--- config.mk ---
export PLATFORM = sky130hd
export DESIGN_NAME = write_through_top
export DESIGN_NICKNAME = d
export VERILOG_FILES = /design/src/wt_cache_pkg.sv /design/src/axi_write_channel.sv /design/src/write_buffer.sv /design/src/write_ctrl_regs.sv /design/src/write_through_top.sv
export SDC_FILE = /design/constraint.sdc
export NUM_CORES = 1
export LEC_CHECK = 0
export BUFFER_PORTS_ARGS = -buffer_cell sky130_fd_sc_hd__buf_2
export CAP_MARGIN = 20
export CORE_MARGIN = 4
export CORE_UTILIZATION = 45
export CTS_BUF_LIST = sky130_fd_sc_hd__clkbuf_4 sky130_fd_sc_hd__clkbuf_8 sky130_fd_sc_hd__clkbuf_16
export CTS_CLUSTER_DIAMETER = 50
export CTS_CLUSTER_SIZE = 8
export DETAILED_ROUTE_END_ITERATION = 7
export PLACE_DENSITY = 0.68
export SKIP_LAST_GASP = 1
export SYNTH_ARGS = -nofsm -noshare
export SYNTH_HDL_FRONTEND = slang
export SYNTH_SLANG_ARGS = --single-unit
--- constraint.sdc ---
create_clock -name clk -period 14.6 [get_ports clk]
set_input_delay 2.92 -clock clk [delete_from_list [all_inputs] [get_ports clk]]
set_output_delay 2.92 -clock clk [all_outputs]
set_load 0.005 [all_outputs]
--- src/wt_cache_pkg.sv ---
`default_nettype none

package wt_cache_pkg;

    // front-end side of the cache
    typedef logic [31:0] fe_addr_t;   // byte address
    typedef logic [31:0] fe_data_t;
    typedef logic [3:0]  fe_strb_t;

    // backend AXI side
    typedef logic [31:0] be_addr_t;   // always 8-byte aligned
    typedef logic [63:0] be_data_t;
    typedef logic [7:0]  be_strb_t;

    // write buffer geometry
    localparam int buf_depth = 8;
    localparam int buf_ptr_w = 3;

    typedef logic [3:0]  retry_t;
    typedef logic [15:0] count_t;     // wraps
    typedef logic [2:0]  reg_addr_t;
    typedef logic [31:0] reg_data_t;

    // register indices
    localparam reg_addr_t reg_ctrl  = 3'd0;
    localparam reg_addr_t reg_done  = 3'd1;
    localparam reg_addr_t reg_retry = 3'd2;
    localparam reg_addr_t reg_abort = 3'd3;
    localparam reg_addr_t reg_ovf   = 3'd4;

    // ctrl layout is enable in bit 0, retry limit in bits 7:4
    localparam logic [7:0] ctrl_rst = 8'h21;  // enabled, limit of 2

    localparam logic [1:0] resp_okay = 2'b00;

    typedef enum logic [1:0] {
        wr_idle,
        wr_addr,
        wr_data,
        wr_resp
    } wr_state_t;

endpackage

`default_nettype wire
--- src/axi_write_channel.sv ---
`timescale 1ns/1ns
`default_nettype none

module axi_write_channel (
    input  logic                   clk,
    input  logic                   reset,
    input  logic                   empty,
    input  wt_cache_pkg::fe_addr_t head_addr,
    input  wt_cache_pkg::fe_data_t head_data,
    input  wt_cache_pkg::fe_strb_t head_strb,
    input  logic                   enable,
    input  wt_cache_pkg::retry_t   retry_limit,
    input  logic                   awready,
    input  logic                   wready,
    input  logic                   bvalid,
    input  logic [1:0]             bresp,
    output logic                   pop,
    output logic                   done,
    output logic                   retry,
    output logic                   abort,
    output logic                   awvalid,
    output wt_cache_pkg::be_addr_t awaddr,
    output logic                   wvalid,
    output wt_cache_pkg::be_data_t wdata,
    output wt_cache_pkg::be_strb_t wstrb,
    output logic                   wlast,
    output logic                   bready
);
    import wt_cache_pkg::*;

    wr_state_t state;
    fe_addr_t  ent_addr;
    fe_data_t  ent_data;
    fe_strb_t  ent_strb;
    retry_t    err_cnt;    // error responses seen for the current entry
    logic      b_hs;
    logic      b_ok;
    logic      can_retry;

    // take the head entry when idle and allowed
    assign pop = (state == wr_idle) && enable && !empty;

    assign awvalid = (state == wr_addr);
    assign wvalid  = (state == wr_data);
    assign wlast   = wvalid;   // single beat, awlen is zero
    assign bready  = (state == wr_resp);

    // beat formatting
    assign awaddr = {ent_addr[31:3], 3'b000};
    assign wdata  = {ent_data, ent_data};   // word in both halves
    assign wstrb  = ent_addr[2] ? {ent_strb, 4'b0000} : {4'b0000, ent_strb};

    assign b_hs      = bvalid && bready;
    assign b_ok      = (bresp == resp_okay);
    assign can_retry = (err_cnt < retry_limit);

    assign done  = b_hs && b_ok;
    assign retry = b_hs && !b_ok && can_retry;
    assign abort = b_hs && !b_ok && !can_retry;   // retries used up

    // popped entry, held across retries
    always_ff @(posedge clk) begin
        if (pop) begin
            ent_addr <= head_addr;
            ent_data <= head_data;
            ent_strb <= head_strb;
        end
    end

    always_ff @(posedge clk or posedge reset) begin
        if (reset) begin
            state   <= wr_idle;
            err_cnt <= '0;
        end else begin
            case (state)
                wr_idle: begin
                    if (pop) begin
                        state   <= wr_addr;
                        err_cnt <= '0;   // fresh entry
                    end
                end
                wr_addr: begin
                    if (awready)
                        state <= wr_data;
                end
                wr_data: begin
                    if (wready)
                        state <= wr_resp;
                end
                wr_resp: begin
                    if (b_hs) begin
                        if (b_ok) begin
                            state <= wr_idle;
                        end else if (can_retry) begin
                            state   <= wr_addr;   // same entry again
                            err_cnt <= err_cnt + 1'b1;
                        end else begin
                            state <= wr_idle;     // give the write up
                        end
                    end
                end
                default: state <= wr_idle;
            endcase
        end
    end

endmodule

`default_nettype wire

--- src/write_buffer.sv ---
`timescale 1ns/1ns
`default_nettype none

module write_buffer (
    input  logic                   clk,
    input  logic                   reset,
    input  logic                   wr_valid,
    input  wt_cache_pkg::fe_addr_t wr_addr,
    input  wt_cache_pkg::fe_data_t wr_data,
    input  wt_cache_pkg::fe_strb_t wr_strb,
    input  logic                   pop,
    output logic                   full,
    output logic                   empty,
    output logic                   ovf,
    output wt_cache_pkg::fe_addr_t head_addr,
    output wt_cache_pkg::fe_data_t head_data,
    output wt_cache_pkg::fe_strb_t head_strb
);
    import wt_cache_pkg::*;

    fe_addr_t mem_addr [buf_depth];
    fe_data_t mem_data [buf_depth];
    fe_strb_t mem_strb [buf_depth];

    logic [buf_ptr_w-1:0] wr_ptr;
    logic [buf_ptr_w-1:0] rd_ptr;
    logic [buf_ptr_w:0]   count;   // one extra bit to hold buf_depth
    logic                 do_push;
    logic                 do_pop;

    assign full  = (count == (buf_ptr_w + 1)'(buf_depth));
    assign empty = (count == '0);

    assign do_push = wr_valid && !full;
    assign do_pop  = pop && !empty;
    assign ovf     = wr_valid && full;   // dropped front-end write

    // head entry, meaningful only while not empty
    assign head_addr = mem_addr[rd_ptr];
    assign head_data = mem_data[rd_ptr];
    assign head_strb = mem_strb[rd_ptr];

    always_ff @(posedge clk) begin
        if (do_push) begin
            mem_addr[wr_ptr] <= wr_addr;
            mem_data[wr_ptr] <= wr_data;
            mem_strb[wr_ptr] <= wr_strb;
        end
    end

    always_ff @(posedge clk or posedge reset) begin
        if (reset) begin
            wr_ptr <= '0;
            rd_ptr <= '0;
            count  <= '0;
        end else begin
            if (do_push)
                wr_ptr <= wr_ptr + 1'b1;   // wraps at buf_depth
            if (do_pop)
                rd_ptr <= rd_ptr + 1'b1;
            case ({do_push, do_pop})
                2'b10:   count <= count + 1'b1;
                2'b01:   count <= count - 1'b1;
                default: count <= count;   // both or neither
            endcase
        end
    end

endmodule

`default_nettype wire

--- src/write_ctrl_regs.sv ---
`timescale 1ns/1ns
`default_nettype none

module write_ctrl_regs (
    input  logic                    clk,
    input  logic                    reset,
    input  logic                    reg_wr,
    input  logic                    reg_rd,
    input  wt_cache_pkg::reg_addr_t reg_addr,
    input  wt_cache_pkg::reg_data_t reg_wdata,
    input  logic                    done,
    input  logic                    retry,
    input  logic                    abort,
    input  logic                    ovf,
    output wt_cache_pkg::reg_data_t reg_rdata,
    output logic                    reg_rvalid,
    output logic                    enable,
    output wt_cache_pkg::retry_t    retry_limit
);
    import wt_cache_pkg::*;

    logic [7:0] ctrl_q;
    count_t     done_cnt;
    count_t     retry_cnt;
    count_t     abort_cnt;
    count_t     ovf_cnt;
    reg_data_t  rd_mux;

    assign enable      = ctrl_q[0];
    assign retry_limit = ctrl_q[7:4];

    // only the control register is writable
    always_ff @(posedge clk or posedge reset) begin
        if (reset)
            ctrl_q <= ctrl_rst;
        else if (reg_wr && reg_addr == reg_ctrl)
            ctrl_q <= reg_wdata[7:0];
    end

    // event counters, each wraps
    always_ff @(posedge clk or posedge reset) begin
        if (reset) begin
            done_cnt  <= '0;
            retry_cnt <= '0;
            abort_cnt <= '0;
            ovf_cnt   <= '0;
        end else begin
            if (done)
                done_cnt <= done_cnt + 1'b1;
            if (retry)
                retry_cnt <= retry_cnt + 1'b1;
            if (abort)
                abort_cnt <= abort_cnt + 1'b1;
            if (ovf)
                ovf_cnt <= ovf_cnt + 1'b1;
        end
    end

    always_comb begin
        case (reg_addr)
            reg_ctrl:  rd_mux = reg_data_t'(ctrl_q);
            reg_done:  rd_mux = reg_data_t'(done_cnt);
            reg_retry: rd_mux = reg_data_t'(retry_cnt);
            reg_abort: rd_mux = reg_data_t'(abort_cnt);
            reg_ovf:   rd_mux = reg_data_t'(ovf_cnt);
            default:   rd_mux = '0;   // unmapped index
        endcase
    end

    // read data one cycle after the strobe
    always_ff @(posedge clk) begin
        if (reg_rd)
            reg_rdata <= rd_mux;
    end

    always_ff @(posedge clk or posedge reset) begin
        if (reset)
            reg_rvalid <= 1'b0;
        else
            reg_rvalid <= reg_rd;
    end

endmodule

`default_nettype wire

--- src/write_through_top.sv ---
`timescale 1ns/1ns
`default_nettype none

module write_through_top (
    input  logic                    clk,
    input  logic                    reset,
    // front end
    input  logic                    wr_valid,
    input  wt_cache_pkg::fe_addr_t  wr_addr,
    input  wt_cache_pkg::fe_data_t  wr_data,
    input  wt_cache_pkg::fe_strb_t  wr_strb,
    output logic                    full,
    // register port
    input  logic                    reg_wr,
    input  logic                    reg_rd,
    input  wt_cache_pkg::reg_addr_t reg_addr,
    input  wt_cache_pkg::reg_data_t reg_wdata,
    output wt_cache_pkg::reg_data_t reg_rdata,
    output logic                    reg_rvalid,
    // AXI write
    output logic                    awvalid,
    output wt_cache_pkg::be_addr_t  awaddr,
    input  logic                    awready,
    output logic                    wvalid,
    output wt_cache_pkg::be_data_t  wdata,
    output wt_cache_pkg::be_strb_t  wstrb,
    output logic                    wlast,
    input  logic                    wready,
    input  logic                    bvalid,
    input  logic [1:0]              bresp,
    output logic                    bready
);
    import wt_cache_pkg::*;

    logic     empty;
    logic     ovf;
    logic     pop;
    logic     done;
    logic     retry;
    logic     abort;
    logic     enable;
    retry_t   retry_limit;
    fe_addr_t head_addr;
    fe_data_t head_data;
    fe_strb_t head_strb;

    write_buffer i_buffer (
        .clk       (clk),
        .reset     (reset),
        .wr_valid  (wr_valid),
        .wr_addr   (wr_addr),
        .wr_data   (wr_data),
        .wr_strb   (wr_strb),
        .pop       (pop),
        .full      (full),
        .empty     (empty),
        .ovf       (ovf),
        .head_addr (head_addr),
        .head_data (head_data),
        .head_strb (head_strb)
    );

    axi_write_channel i_channel (
        .clk         (clk),
        .reset       (reset),
        .empty       (empty),
        .head_addr   (head_addr),
        .head_data   (head_data),
        .head_strb   (head_strb),
        .enable      (enable),
        .retry_limit (retry_limit),
        .awready     (awready),
        .wready      (wready),
        .bvalid      (bvalid),
        .bresp       (bresp),
        .pop         (pop),
        .done        (done),
        .retry       (retry),
        .abort       (abort),
        .awvalid     (awvalid),
        .awaddr      (awaddr),
        .wvalid      (wvalid),
        .wdata       (wdata),
        .wstrb       (wstrb),
        .wlast       (wlast),
        .bready      (bready)
    );

    write_ctrl_regs i_regs (
        .clk         (clk),
        .reset       (reset),
        .reg_wr      (reg_wr),
        .reg_rd      (reg_rd),
        .reg_addr    (reg_addr),
        .reg_wdata   (reg_wdata),
        .done        (done),
        .retry       (retry),
        .abort       (abort),
        .ovf         (ovf),
        .reg_rdata   (reg_rdata),
        .reg_rvalid  (reg_rvalid),
        .enable      (enable),
        .retry_limit (retry_limit)
    );

endmodule

`default_nettype wire

==> flow_summary.yaml, run 1 <==
floorplanning:
  dieHeight_um: 256
  dieWidth_um: 256
  dieArea_sq_mm: 0.0653
  core_region_area_sq_mm: 0.0605
  num_rows: 90
  io_pins: 255
  initial_core_util: 0.456
global_route:
  gr-total-overflow: 0
  antenna_found_initial: 11
  grt_pass1_wl_um: 84800
  grt_util_all_layers: 0.168
  grt_max_degree: 70
  grt_pass1_vias: 14000
hold_path:
  hold_class: "reg2reg"
sta:
  worst_pin_slew_ns: 1.09
  maxSlewViolCount: 0
  whs_ns: 0.472
  finalClockSkew_ns: 0.0312
  relSlewSlack: 0.271
  fin_tns_setup_ns: 0
  layout_worst_path_cycle_share: 0.331
  fmax_ghz: 0.207
  period_minus_slack_ns: 4.83
  hold_viol_final: 0
  setup_violations: 0
  grt_setup_unrepaired: "no"
critical_path:
  rr_startpoint: "i_buffer.rd_ptr[0]"
  timing.rr.end: "i_channel.ent_addr[9]"
  worstRegToRegCells: 4
  critical_path_arrival_ns: 1.91
  critPathMaxFanout: 5
  crit_end: "full"
  start_kind: "flip-flop"
  crit_required_ns: 11.68
  startpoint: "i_buffer.count[0]"
  critical_path_class: "reg2out"
  cp-end-kind: "output port"
  r2r_setup_slack_ns: 11.23
clocking:
  cts_tree: "yes"
  cts_hold_buf: 0
  clock-sinks: 699
  clk_path_buf_depth: 3
  insertion_delay_ns: 0.64
  postCtsSetupRepairBufs: 0
  cts_resized: 0
  clk_pin_slew_ns: 0.05
  cts_buffers: 101
  cts-root-buf: "clkbuf_16"
  htree_levels: 3
logic_synthesis:
  seq_area_frac_synth: 0.745
  synth_warnings: 0
  synthArstFlopShare: 0.127
  ys_ff_latch: 699
  synth_edf_count: 610
  syn_avg_cell_area_sq_um: 20.0
  synth_cell_types: 51
  syn_area_sq_mm: 0.0276
  ys.flop_type: "edfxtp_1"
  synth_cells: 1379
power_and_ir_drop:
  ir_worst_vdd_v: 0.0000989
  powerDensity_mw_per_mm2: 191
  leakage_nw: 11.2
routing:
  drt_wl_total_um: 55000
  ant_nets: 0
  via_per_inst: 5.46
  dr_total_vias: 13200
  drtIter0Drc: 958
  route.detailed.drc: 0
  dr.pass1.iters: 6
  post_drt_wl_per_cell_um: 22.8
placement:
  dp_cells: 2279
  postPlaceCellArea_sq_mm: 0.0291
  io_buffers: 209
  place_hpwl_um: 30500
  routabilityCongestion: 0.792
run_status:
  status: "completed"
layout:
  ff_latch_area_sq_mm: 0.0206
  fin_cells: 2415
  final_nets: 1732
  fillers: 4603
  mostFrequentLayoutCells: "610 x edfxtp_1, 209 x buf_2, 132 x mux4_2, 103 x clkbuf_16, 84 x dfrtp_1"
  area_growth_pct: 16.0
  final_common_cell: "edfxtp_1"
  multi_input_area_sq_mm: 0.00627
  layout-drive-gt1-share: 0.367
  fin_area_sq_mm: 0.0320
run:
  maxCapViolCount: 0
## logic make-up (layout without fill, tap and decap cells)
| group | Yosys count | in the layout | share of synthesized area |
|---|---|---|---|
| flops | 699 | 699 | 0.745 |
| fa+ha+maj | 19 | 19 | 0.00889 |
| xor+xnor | 67 | 67 | 0.0213 |
| mux | 223 | 223 | 0.145 |
| buf+inv | 148 | 381 | 0.0318 |
| other cells | 1 | 22 | 0.000136 |
| simple gates | 159 | 159 | 0.0323 |
| compound gates | 63 | 63 | 0.0159 |
## critical path: stages, from the launching register on
cell and delay (ns):
dfrtp_1 0.45, nor4b_4 0.60, buf_2 0.22
## report_power, final
part | switching [mW] | total [mW] | internal, mW | leakage, nW
sequential | 0.194 | 2.75 | 2.56 | 6.73
clock | 0.787 | 2.10 | 1.31 | 1.43
combinational | 0.619 | 1.27 | 0.646 | 3.06
## worst min-delay path by stage
stage                               startpoint                    to  cells past startpoint
after floorplan           i_regs.retry_cnt[15]  i_regs.retry_cnt[15]                      1
after global placement     i_regs.done_cnt[15]   i_regs.done_cnt[15]                      1
after detailed placement   i_regs.done_cnt[15]   i_regs.done_cnt[15]                      1
after CTS                  i_regs.done_cnt[15]   i_regs.done_cnt[15]                      1
after global routing       i_regs.done_cnt[15]   i_regs.done_cnt[15]                      1
final                      i_regs.done_cnt[15]   i_regs.done_cnt[15]                      1
## state kept, by name (all words and copies together), names as in the netlist
| name | cells |
|---|---|
| i_buffer.wr_ptr | 3 |
| i_buffer.mem_data | 256 |
| i_channel.ent_addr | 30 |
| i_channel.state | 2 |
| i_channel.err_cnt | 4 |
| i_regs.retry_cnt | 16 |
| i_channel.ent_strb | 4 |
| i_regs.ctrl_q | 8 |
| i_buffer.rd_ptr | 3 |
| i_regs.ovf_cnt | 16 |
| i_buffer.mem_addr | 240 |
| i_regs.done_cnt | 16 |
| i_channel.ent_data | 32 |
| i_regs.abort_cnt | 16 |
| i_regs.reg_rvalid | 1 |
| i_buffer.mem_strb | 32 |
| i_regs.reg_rdata | 16 |
| i_buffer.count | 4 |
## synthesized netlist by cell type (11+ instances only)
cell type    n  area, sq um
and3_1      13         81.3
nor2_1      14         52.6
clkbuf_1    31          116
buf_1       11         41.3
buf_4       81          608
xnor2_1     51          447
edfxtp_1   610        18300
mux2_2      81          912
ha_1        18          225
nand3_1     29          145
nand2_1     42          158
inv_1       15         56.3
xor2_1      16          140
nand4_1     12         75.1
o22ai_1     18          113
mux4_2     132         2970
dfrtp_1     87         2180
a22oi_1     25          188
## area by class of cell
| class | instances | share of cell area |
|---|---|---|
| Sequential cell | 699 | 0.643 |
| Multi-Input combinational cell | 550 | 0.196 |
| Clock buffer | 121 | 0.0850 |
| Timing Repair Buffer | 233 | 0.0383 |
| Tap cell | 782 | 0.0306 |
| Clock inverter | 12 | 0.00528 |
| Inverter | 15 | 0.00180 |
| Antenna cell | 3 | 0.000235 |
## per-layer routing
layer  share of wire  routed length [um]  GRT usage  vias up
met5          0.0015                  80          0        -
met4           0.019                1040     0.0524       12
met3           0.057                3150     0.0380       85
met2            0.50               27700      0.283      348
met1            0.42               23100      0.221     6921
li1                -                   -          -     5818
## stage by stage
| stage | worst slack, ns | util | total power [mW] |
|---|---|---|---|
| 6_report | 9.77 | 0.529 | 6.12 |
| 5_1_grt | 9.74 | 0.529 | 6.42 |
| 4_1_cts | 9.74 | 0.529 | 6.21 |
| 3_5_place_dp | 9.53 | 0.481 | 4.09 |
| 3_3_place_gp | 9.56 | 0.481 | 4.05 |
| 2_1_floorplan | 6.21 | - | 3.72 |
No activity file was read; power rests on OpenSTA's default activity.
==> run 2: changes to the inputs <==
--- a/config.mk
+++ b/config.mk
@@ -13,7 +13,7 @@
 export CTS_CLUSTER_DIAMETER = 50
 export CTS_CLUSTER_SIZE = 8
 export DETAILED_ROUTE_END_ITERATION = 7
-export PLACE_DENSITY = 0.68
+export PLACE_DENSITY = 0.71
 export SKIP_LAST_GASP = 1
 export SYNTH_ARGS = -nofsm -noshare
 export SYNTH_HDL_FRONTEND = slang
==> constraint.sdc (replaced) <==
create_clock -name clk -period 4.41 [get_ports clk]
set_input_delay 0.882 -clock clk [delete_from_list [all_inputs] [get_ports clk]]
set_output_delay 0.882 -clock clk [all_outputs]
set_load 0.005 [all_outputs]
==> flow_summary.yaml, run 2 (synthesis results as in run 1) <==
run_status:
  status: "completed"
clocking:
  cts-root-buf: "clkbuf_16"
  cts_buffers: 99
  cts_tree: "yes"
  clock-sinks: 699
  cts_resized: 0
  htree_levels: 3
  postCtsSetupRepairBufs: 0
  cts_hold_buf: 0
  clk_path_buf_depth: 3
  insertion_delay_ns: 0.63
  clk_pin_slew_ns: 0.05
routing:
  dr.pass1.iters: 4
  route.detailed.drc: 0
  post_drt_wl_per_cell_um: 22.9
  drt_wl_total_um: 55900
  ant_nets: 0
  via_per_inst: 5.50
  drtIter0Drc: 1027
  dr_total_vias: 13400
floorplanning:
  dieWidth_um: 256
  io_pins: 255
  dieArea_sq_mm: 0.0653
  initial_core_util: 0.456
  core_region_area_sq_mm: 0.0605
  num_rows: 90
  dieHeight_um: 256
layout:
  final_common_cell: "edfxtp_1"
  area_growth_pct: 17.0
  final_nets: 1733
  reg_top3: "i_buffer.mem_data x256, i_buffer.mem_addr x240"
  fin_util: 0.534
  mostFrequentLayoutCells: "610 x edfxtp_1, 209 x buf_2, 132 x mux4_2, 100 x clkbuf_16, 84 x dfrtp_1"
  fin_area_sq_mm: 0.0323
  largest-register: "i_buffer.mem_data"
  layout-drive-gt1-share: 0.373
  largest_reg_flops: 256
critical_path:
  start_kind: "flip-flop"
  crit_chain: "or4_1 > and3_4 > ha_1 > ha_1 > a21o_1 > a21oi_1 > xnor2_1 > nor2_1 > xor2_1"
  crit_required_ns: 4.92
  critPathMaxFanout: 21
  r2r_setup_slack_ns: 1.46
  critPathTopFamily: "simple AND/OR/NAND/NOR gates"
  crit_top_cell: "ha_1"
  critPathSlowestCell: "or4_1"
  worstRegToRegCells: 9
  critical_path_arrival_ns: 3.46
  critical_path_class: "reg2reg"
  timing.rr.end: "i_buffer.count[3]"
  cp_slowest_stage_delay_ns: 0.65
  critPathBufInv: 0
  rr_startpoint: "i_buffer.count[0]"
  cp-end-kind: "flip-flop"
sta:
  layout_worst_path_cycle_share: 0.668
  fmax_ghz: 0.339
  period_minus_slack_ns: 2.95
  hold_viol_final: 0
  relSlewSlack: 0.305
  maxSlewViolCount: 0
  grt_setup_unrepaired: "no"
  finalClockSkew_ns: 0.0199
  worst_pin_slew_ns: 1.04
  fin_ws_ns: 1.46
  whs_ns: 0.435
  setup_violations: 0
global_route:
  antenna_found_initial: 8
  grt_pass1_wl_um: 86200
  use_met3: 0.0360
  grt_util_met2: 0.278
  gr-total-overflow: 0
  grt_pass1_vias: 14300
  met1_usage: 0.235
  grt_util_all_layers: 0.170
  grt_max_degree: 74
  busiest_layer: "met2"
placement:
  io_buffers: 209
  routabilityCongestion: 0.804
  postPlaceCellArea_sq_mm: 0.0293
  place_ws_ns: 1.27
  place_hpwl_um: 31200
power_and_ir_drop:
  total_power_mw: 20.5
  power_switching_mw: 5.39
  p_int_mw: 15.1
  leakage_nw: 11.3
  switching_share: 0.263
  powerDensity_mw_per_mm2: 634
  combPwrFrac: 0.214
  clockPowerShare: 0.343
  pwr-share-seq: 0.444
  ir_worst_vdd_v: 0.000389
hold_path:
  hold_class: "in2async"
run:
  maxCapViolCount: 0
-- run 2: worst max path at each step --
stage / cells after the start / slack (ns) / to / start
after floorplan: 3 / -0.17 / i_buffer.mem_addr[6][10] / wr_valid
after global placement: 5 / 1.33 / i_buffer.mem_data[7][25] / wr_valid
after detailed placement: 5 / 1.27 / i_buffer.mem_data[7][25] / wr_valid
after CTS: 9 / 1.44 / i_buffer.count[3] / i_buffer.count[0]
after global routing: 9 / 1.31 / i_buffer.count[3] / i_buffer.count[0]
final: 9 / 1.46 / i_buffer.count[3] / i_buffer.count[0]
-- run 2: layout make-up --
class,instances,area [sq um]
Multi-Input combinational cell,550,6290
Clock inverter,11,164
Inverter,15,57.6
Tap cell,782,978
Timing Repair Buffer,236,1440
Antenna cell,7,17.5
Sequential cell,699,20600
Fill cell,4604,28200
Clock buffer,135,2770
-- run 2: metal layers --
layer / up-vias / wire, um
li1: 5860 / -
met1: 6994 / 23700
met2: 448 / 27200
met3: 89 / 3850
met4: 6 / 1020
met5: - / 44
-- run 2: worst register-to-register path, stage by stage, from the launching register on --
cell,delay (ns)
dfrtp_1,0.44
or4_1,0.66
and3_4,0.39
ha_1,0.33
ha_1,0.29
a21o_1,0.19
a21oi_1,0.19
xnor2_1,0.14
nor2_1,0.06
xor2_1,0.14
-- run 2: through the flow --
step / TNS (ns) / std cells
after global routing: 0 / 2430
after floorplan: -63.15 / 1397
after global placement: 0 / 2281
final: 0 / 2435
after CTS: 0 / 2427
after detailed placement: 0 / 2281
-- run 2: power groups by stage --
stage	combinational [mW]	sequential, mW	clock [mW]
2_1_floorplan	3.40	8.89	0
3_3_place_gp	4.28	9.24	0
3_5_place_dp	4.34	9.31	0
4_1_cts	4.38	9.20	7.17
5_1_grt	4.76	9.19	7.50
6_report	4.37	9.09	7.01
==> run 3: changes to the inputs <==
--- a/config.mk
+++ b/config.mk
@@ -13,7 +13,7 @@
 export CTS_CLUSTER_DIAMETER = 50
 export CTS_CLUSTER_SIZE = 8
 export DETAILED_ROUTE_END_ITERATION = 7
-export PLACE_DENSITY = 0.71
+export PLACE_DENSITY = 0.68
 export SKIP_LAST_GASP = 1
 export SYNTH_ARGS = -nofsm -noshare
 export SYNTH_HDL_FRONTEND = slang
==> constraint.sdc (replaced) <==
create_clock -name clk -period 3 [get_ports clk]
set_input_delay 0.6 -clock clk [delete_from_list [all_inputs] [get_ports clk]]
set_output_delay 0.6 -clock clk [all_outputs]
set_load 0.005 [all_outputs]
==> flow_summary.yaml, run 3 (synthesis results as in run 1) <==
run_status:
  status: "completed"
placement:
  routabilityCongestion: 0.789
  postPlaceCellArea_sq_mm: 0.0294
  io_buffers: 209
  place_ws_ns: 0.348
  place_hpwl_um: 31600
power_and_ir_drop:
  power_switching_mw: 8.02
  ir_worst_vdd_v: 0.000655
  total_power_mw: 30.2
  combPwrFrac: 0.218
  clockPowerShare: 0.343
  leakage_nw: 11.4
  p_int_mw: 22.2
  pwr-share-seq: 0.439
  powerDensity_mw_per_mm2: 934
  switching_share: 0.265
clocking:
  clk_pin_slew_ns: 0.05
  cts-root-buf: "clkbuf_16"
  htree_levels: 3
  cts_resized: 0
  insertion_delay_ns: 0.67
  cts_hold_buf: 0
  clock-sinks: 699
  cts_buffers: 102
  cts_tree: "yes"
  clk_path_buf_depth: 3
  postCtsSetupRepairBufs: 0
layout:
  largest-register: "i_buffer.mem_data"
  fillers: 4643
  largest_reg_flops: 256
  reg_top3: "i_buffer.mem_data x256, i_buffer.mem_addr x240"
  layout-drive-gt1-share: 0.373
  multi_input_area_sq_mm: 0.00631
  area_growth_pct: 17.4
  ff_latch_area_sq_mm: 0.0206
  final_common_cell: "edfxtp_1"
  fin_util: 0.535
  fin_area_sq_mm: 0.0324
  final_nets: 1744
  mostFrequentLayoutCells: "610 x edfxtp_1, 209 x buf_2, 132 x mux4_2, 103 x clkbuf_16, 84 x dfrtp_1"
global_route:
  antenna_found_initial: 15
  grt_pass1_vias: 14300
  grt_max_degree: 58
  gr-total-overflow: 0
  grt_pass1_wl_um: 86200
  grt_util_all_layers: 0.172
hold_path:
  hold_class: "in2async"
floorplanning:
  num_rows: 90
  core_region_area_sq_mm: 0.0605
  io_pins: 255
  dieWidth_um: 256
  dieHeight_um: 256
  dieArea_sq_mm: 0.0653
  initial_core_util: 0.456
sta:
  worst_pin_slew_ns: 0.954
  period_minus_slack_ns: 2.61
  finalClockSkew_ns: 0.0440
  grt_setup_unrepaired: "no"
  layout_worst_path_cycle_share: 0.871
  maxSlewViolCount: 0
  fin_ws_ns: 0.388
  hold_viol_final: 0
  fmax_ghz: 0.383
  fin_tns_setup_ns: 0
  relSlewSlack: 0.364
  setup_violations: 0
critical_path:
  cp_slowest_stage_delay_ns: 0.59
  critical_path_class: "reg2reg"
  cp-end-kind: "flip-flop"
  crit_required_ns: 3.52
  critPathTopFamily: "simple AND/OR/NAND/NOR gates"
  start_kind: "flip-flop"
  r2r_setup_slack_ns: 0.39
  critical_path_arrival_ns: 3.14
  crit_top_cell: "ha_1"
  critPathMaxFanout: 5
  critPathSlowestCell: "or4_1"
  crit_chain: "or4_1 > and3_4 > ha_1 > ha_1 > a21o_1 > a21oi_1 > xnor2_1 > nor2_1 > xor2_1"
  critPathBufInv: 0
run:
  maxCapViolCount: 0
routing:
  drt_wl_total_um: 56100
  ant_nets: 0
  dr_total_vias: 13200
  route.detailed.drc: 0
  post_drt_wl_per_cell_um: 23.1
  via_per_inst: 5.44
  drtIter0Drc: 725
  dr.pass1.iters: 7
==> run 3: cell count changes in the layout (fill, tap and decap cells not counted), sizes merged <==
cell and change:
clkinv +7, diode -1, clkbuf -16, buf +8
inv -3
==> run 3: power by group through the flow <==
stage / Sequential [mW] / Clock (mW) / Combinational [mW]
3_5_place_dp: 13.5 / 0 / 6.77
6_report: 13.3 / 10.4 / 6.59
5_1_grt: 13.4 / 11.1 / 7.20
4_1_cts: 13.3 / 10.6 / 6.79
3_3_place_gp: 13.4 / 0 / 6.65
2_1_floorplan: 13.0 / 0 / 5.04
==> run 3: worst reg2reg max path, delay by kind of cell (launching register included) <==
kind	cells	cell delay (ns)
AOI/OAI and AO/OA	2	0.36
DFF	1	0.45
adders and majority gates	2	0.52
xor gates and xnor gates	2	0.29
and+or+nand+nor	3	0.89
==> run 3: through the flow <==
step	instances	hold slack, ns
2_1_floorplan	1397	0.445
3_3_place_gp	2290	0.463
3_5_place_dp	2290	0.463
4_1_cts	2424	0.0253
5_1_grt	2427	0.0676
6_report	2430	0.0499
==> run 3: cell type report <==
cell class,instances,area share
Timing Repair Buffer,244,0.0462
Multi-Input combinational cell,550,0.195
Antenna cell,6,0.000464
Inverter,15,0.00178
Tap cell,782,0.0302
Clock buffer,119,0.0835
Sequential cell,699,0.635
Clock inverter,15,0.00769
==> run 3: path summary, 6_finish.rpt <==
check | startpoint | end | cells past startpoint
max | i_buffer.count[0] | i_buffer.count[3] | 9
min | reset | i_regs.reg_rvalid | 2
max reg2reg | i_buffer.count[0] | i_buffer.count[3] | 9
min reg2reg | i_regs.retry_cnt[15] | i_regs.retry_cnt[15] | 1
max in group asynchronous | reset | i_regs.ctrl_q[0] | 3
min in group clk | reg_wdata[6] | i_regs.ctrl_q[6] | 3
==> run 3: routing by layer <==
layer / global-route usage / wire (um) / vias to the layer above
met5: 0 / 123 / -
li1: - / - / 5850
met2: 0.282 / 27600 / 356
met1: 0.223 / 23400 / 6865
met3: 0.0509 / 3530 / 121
met4: 0.0599 / 1450 / 18
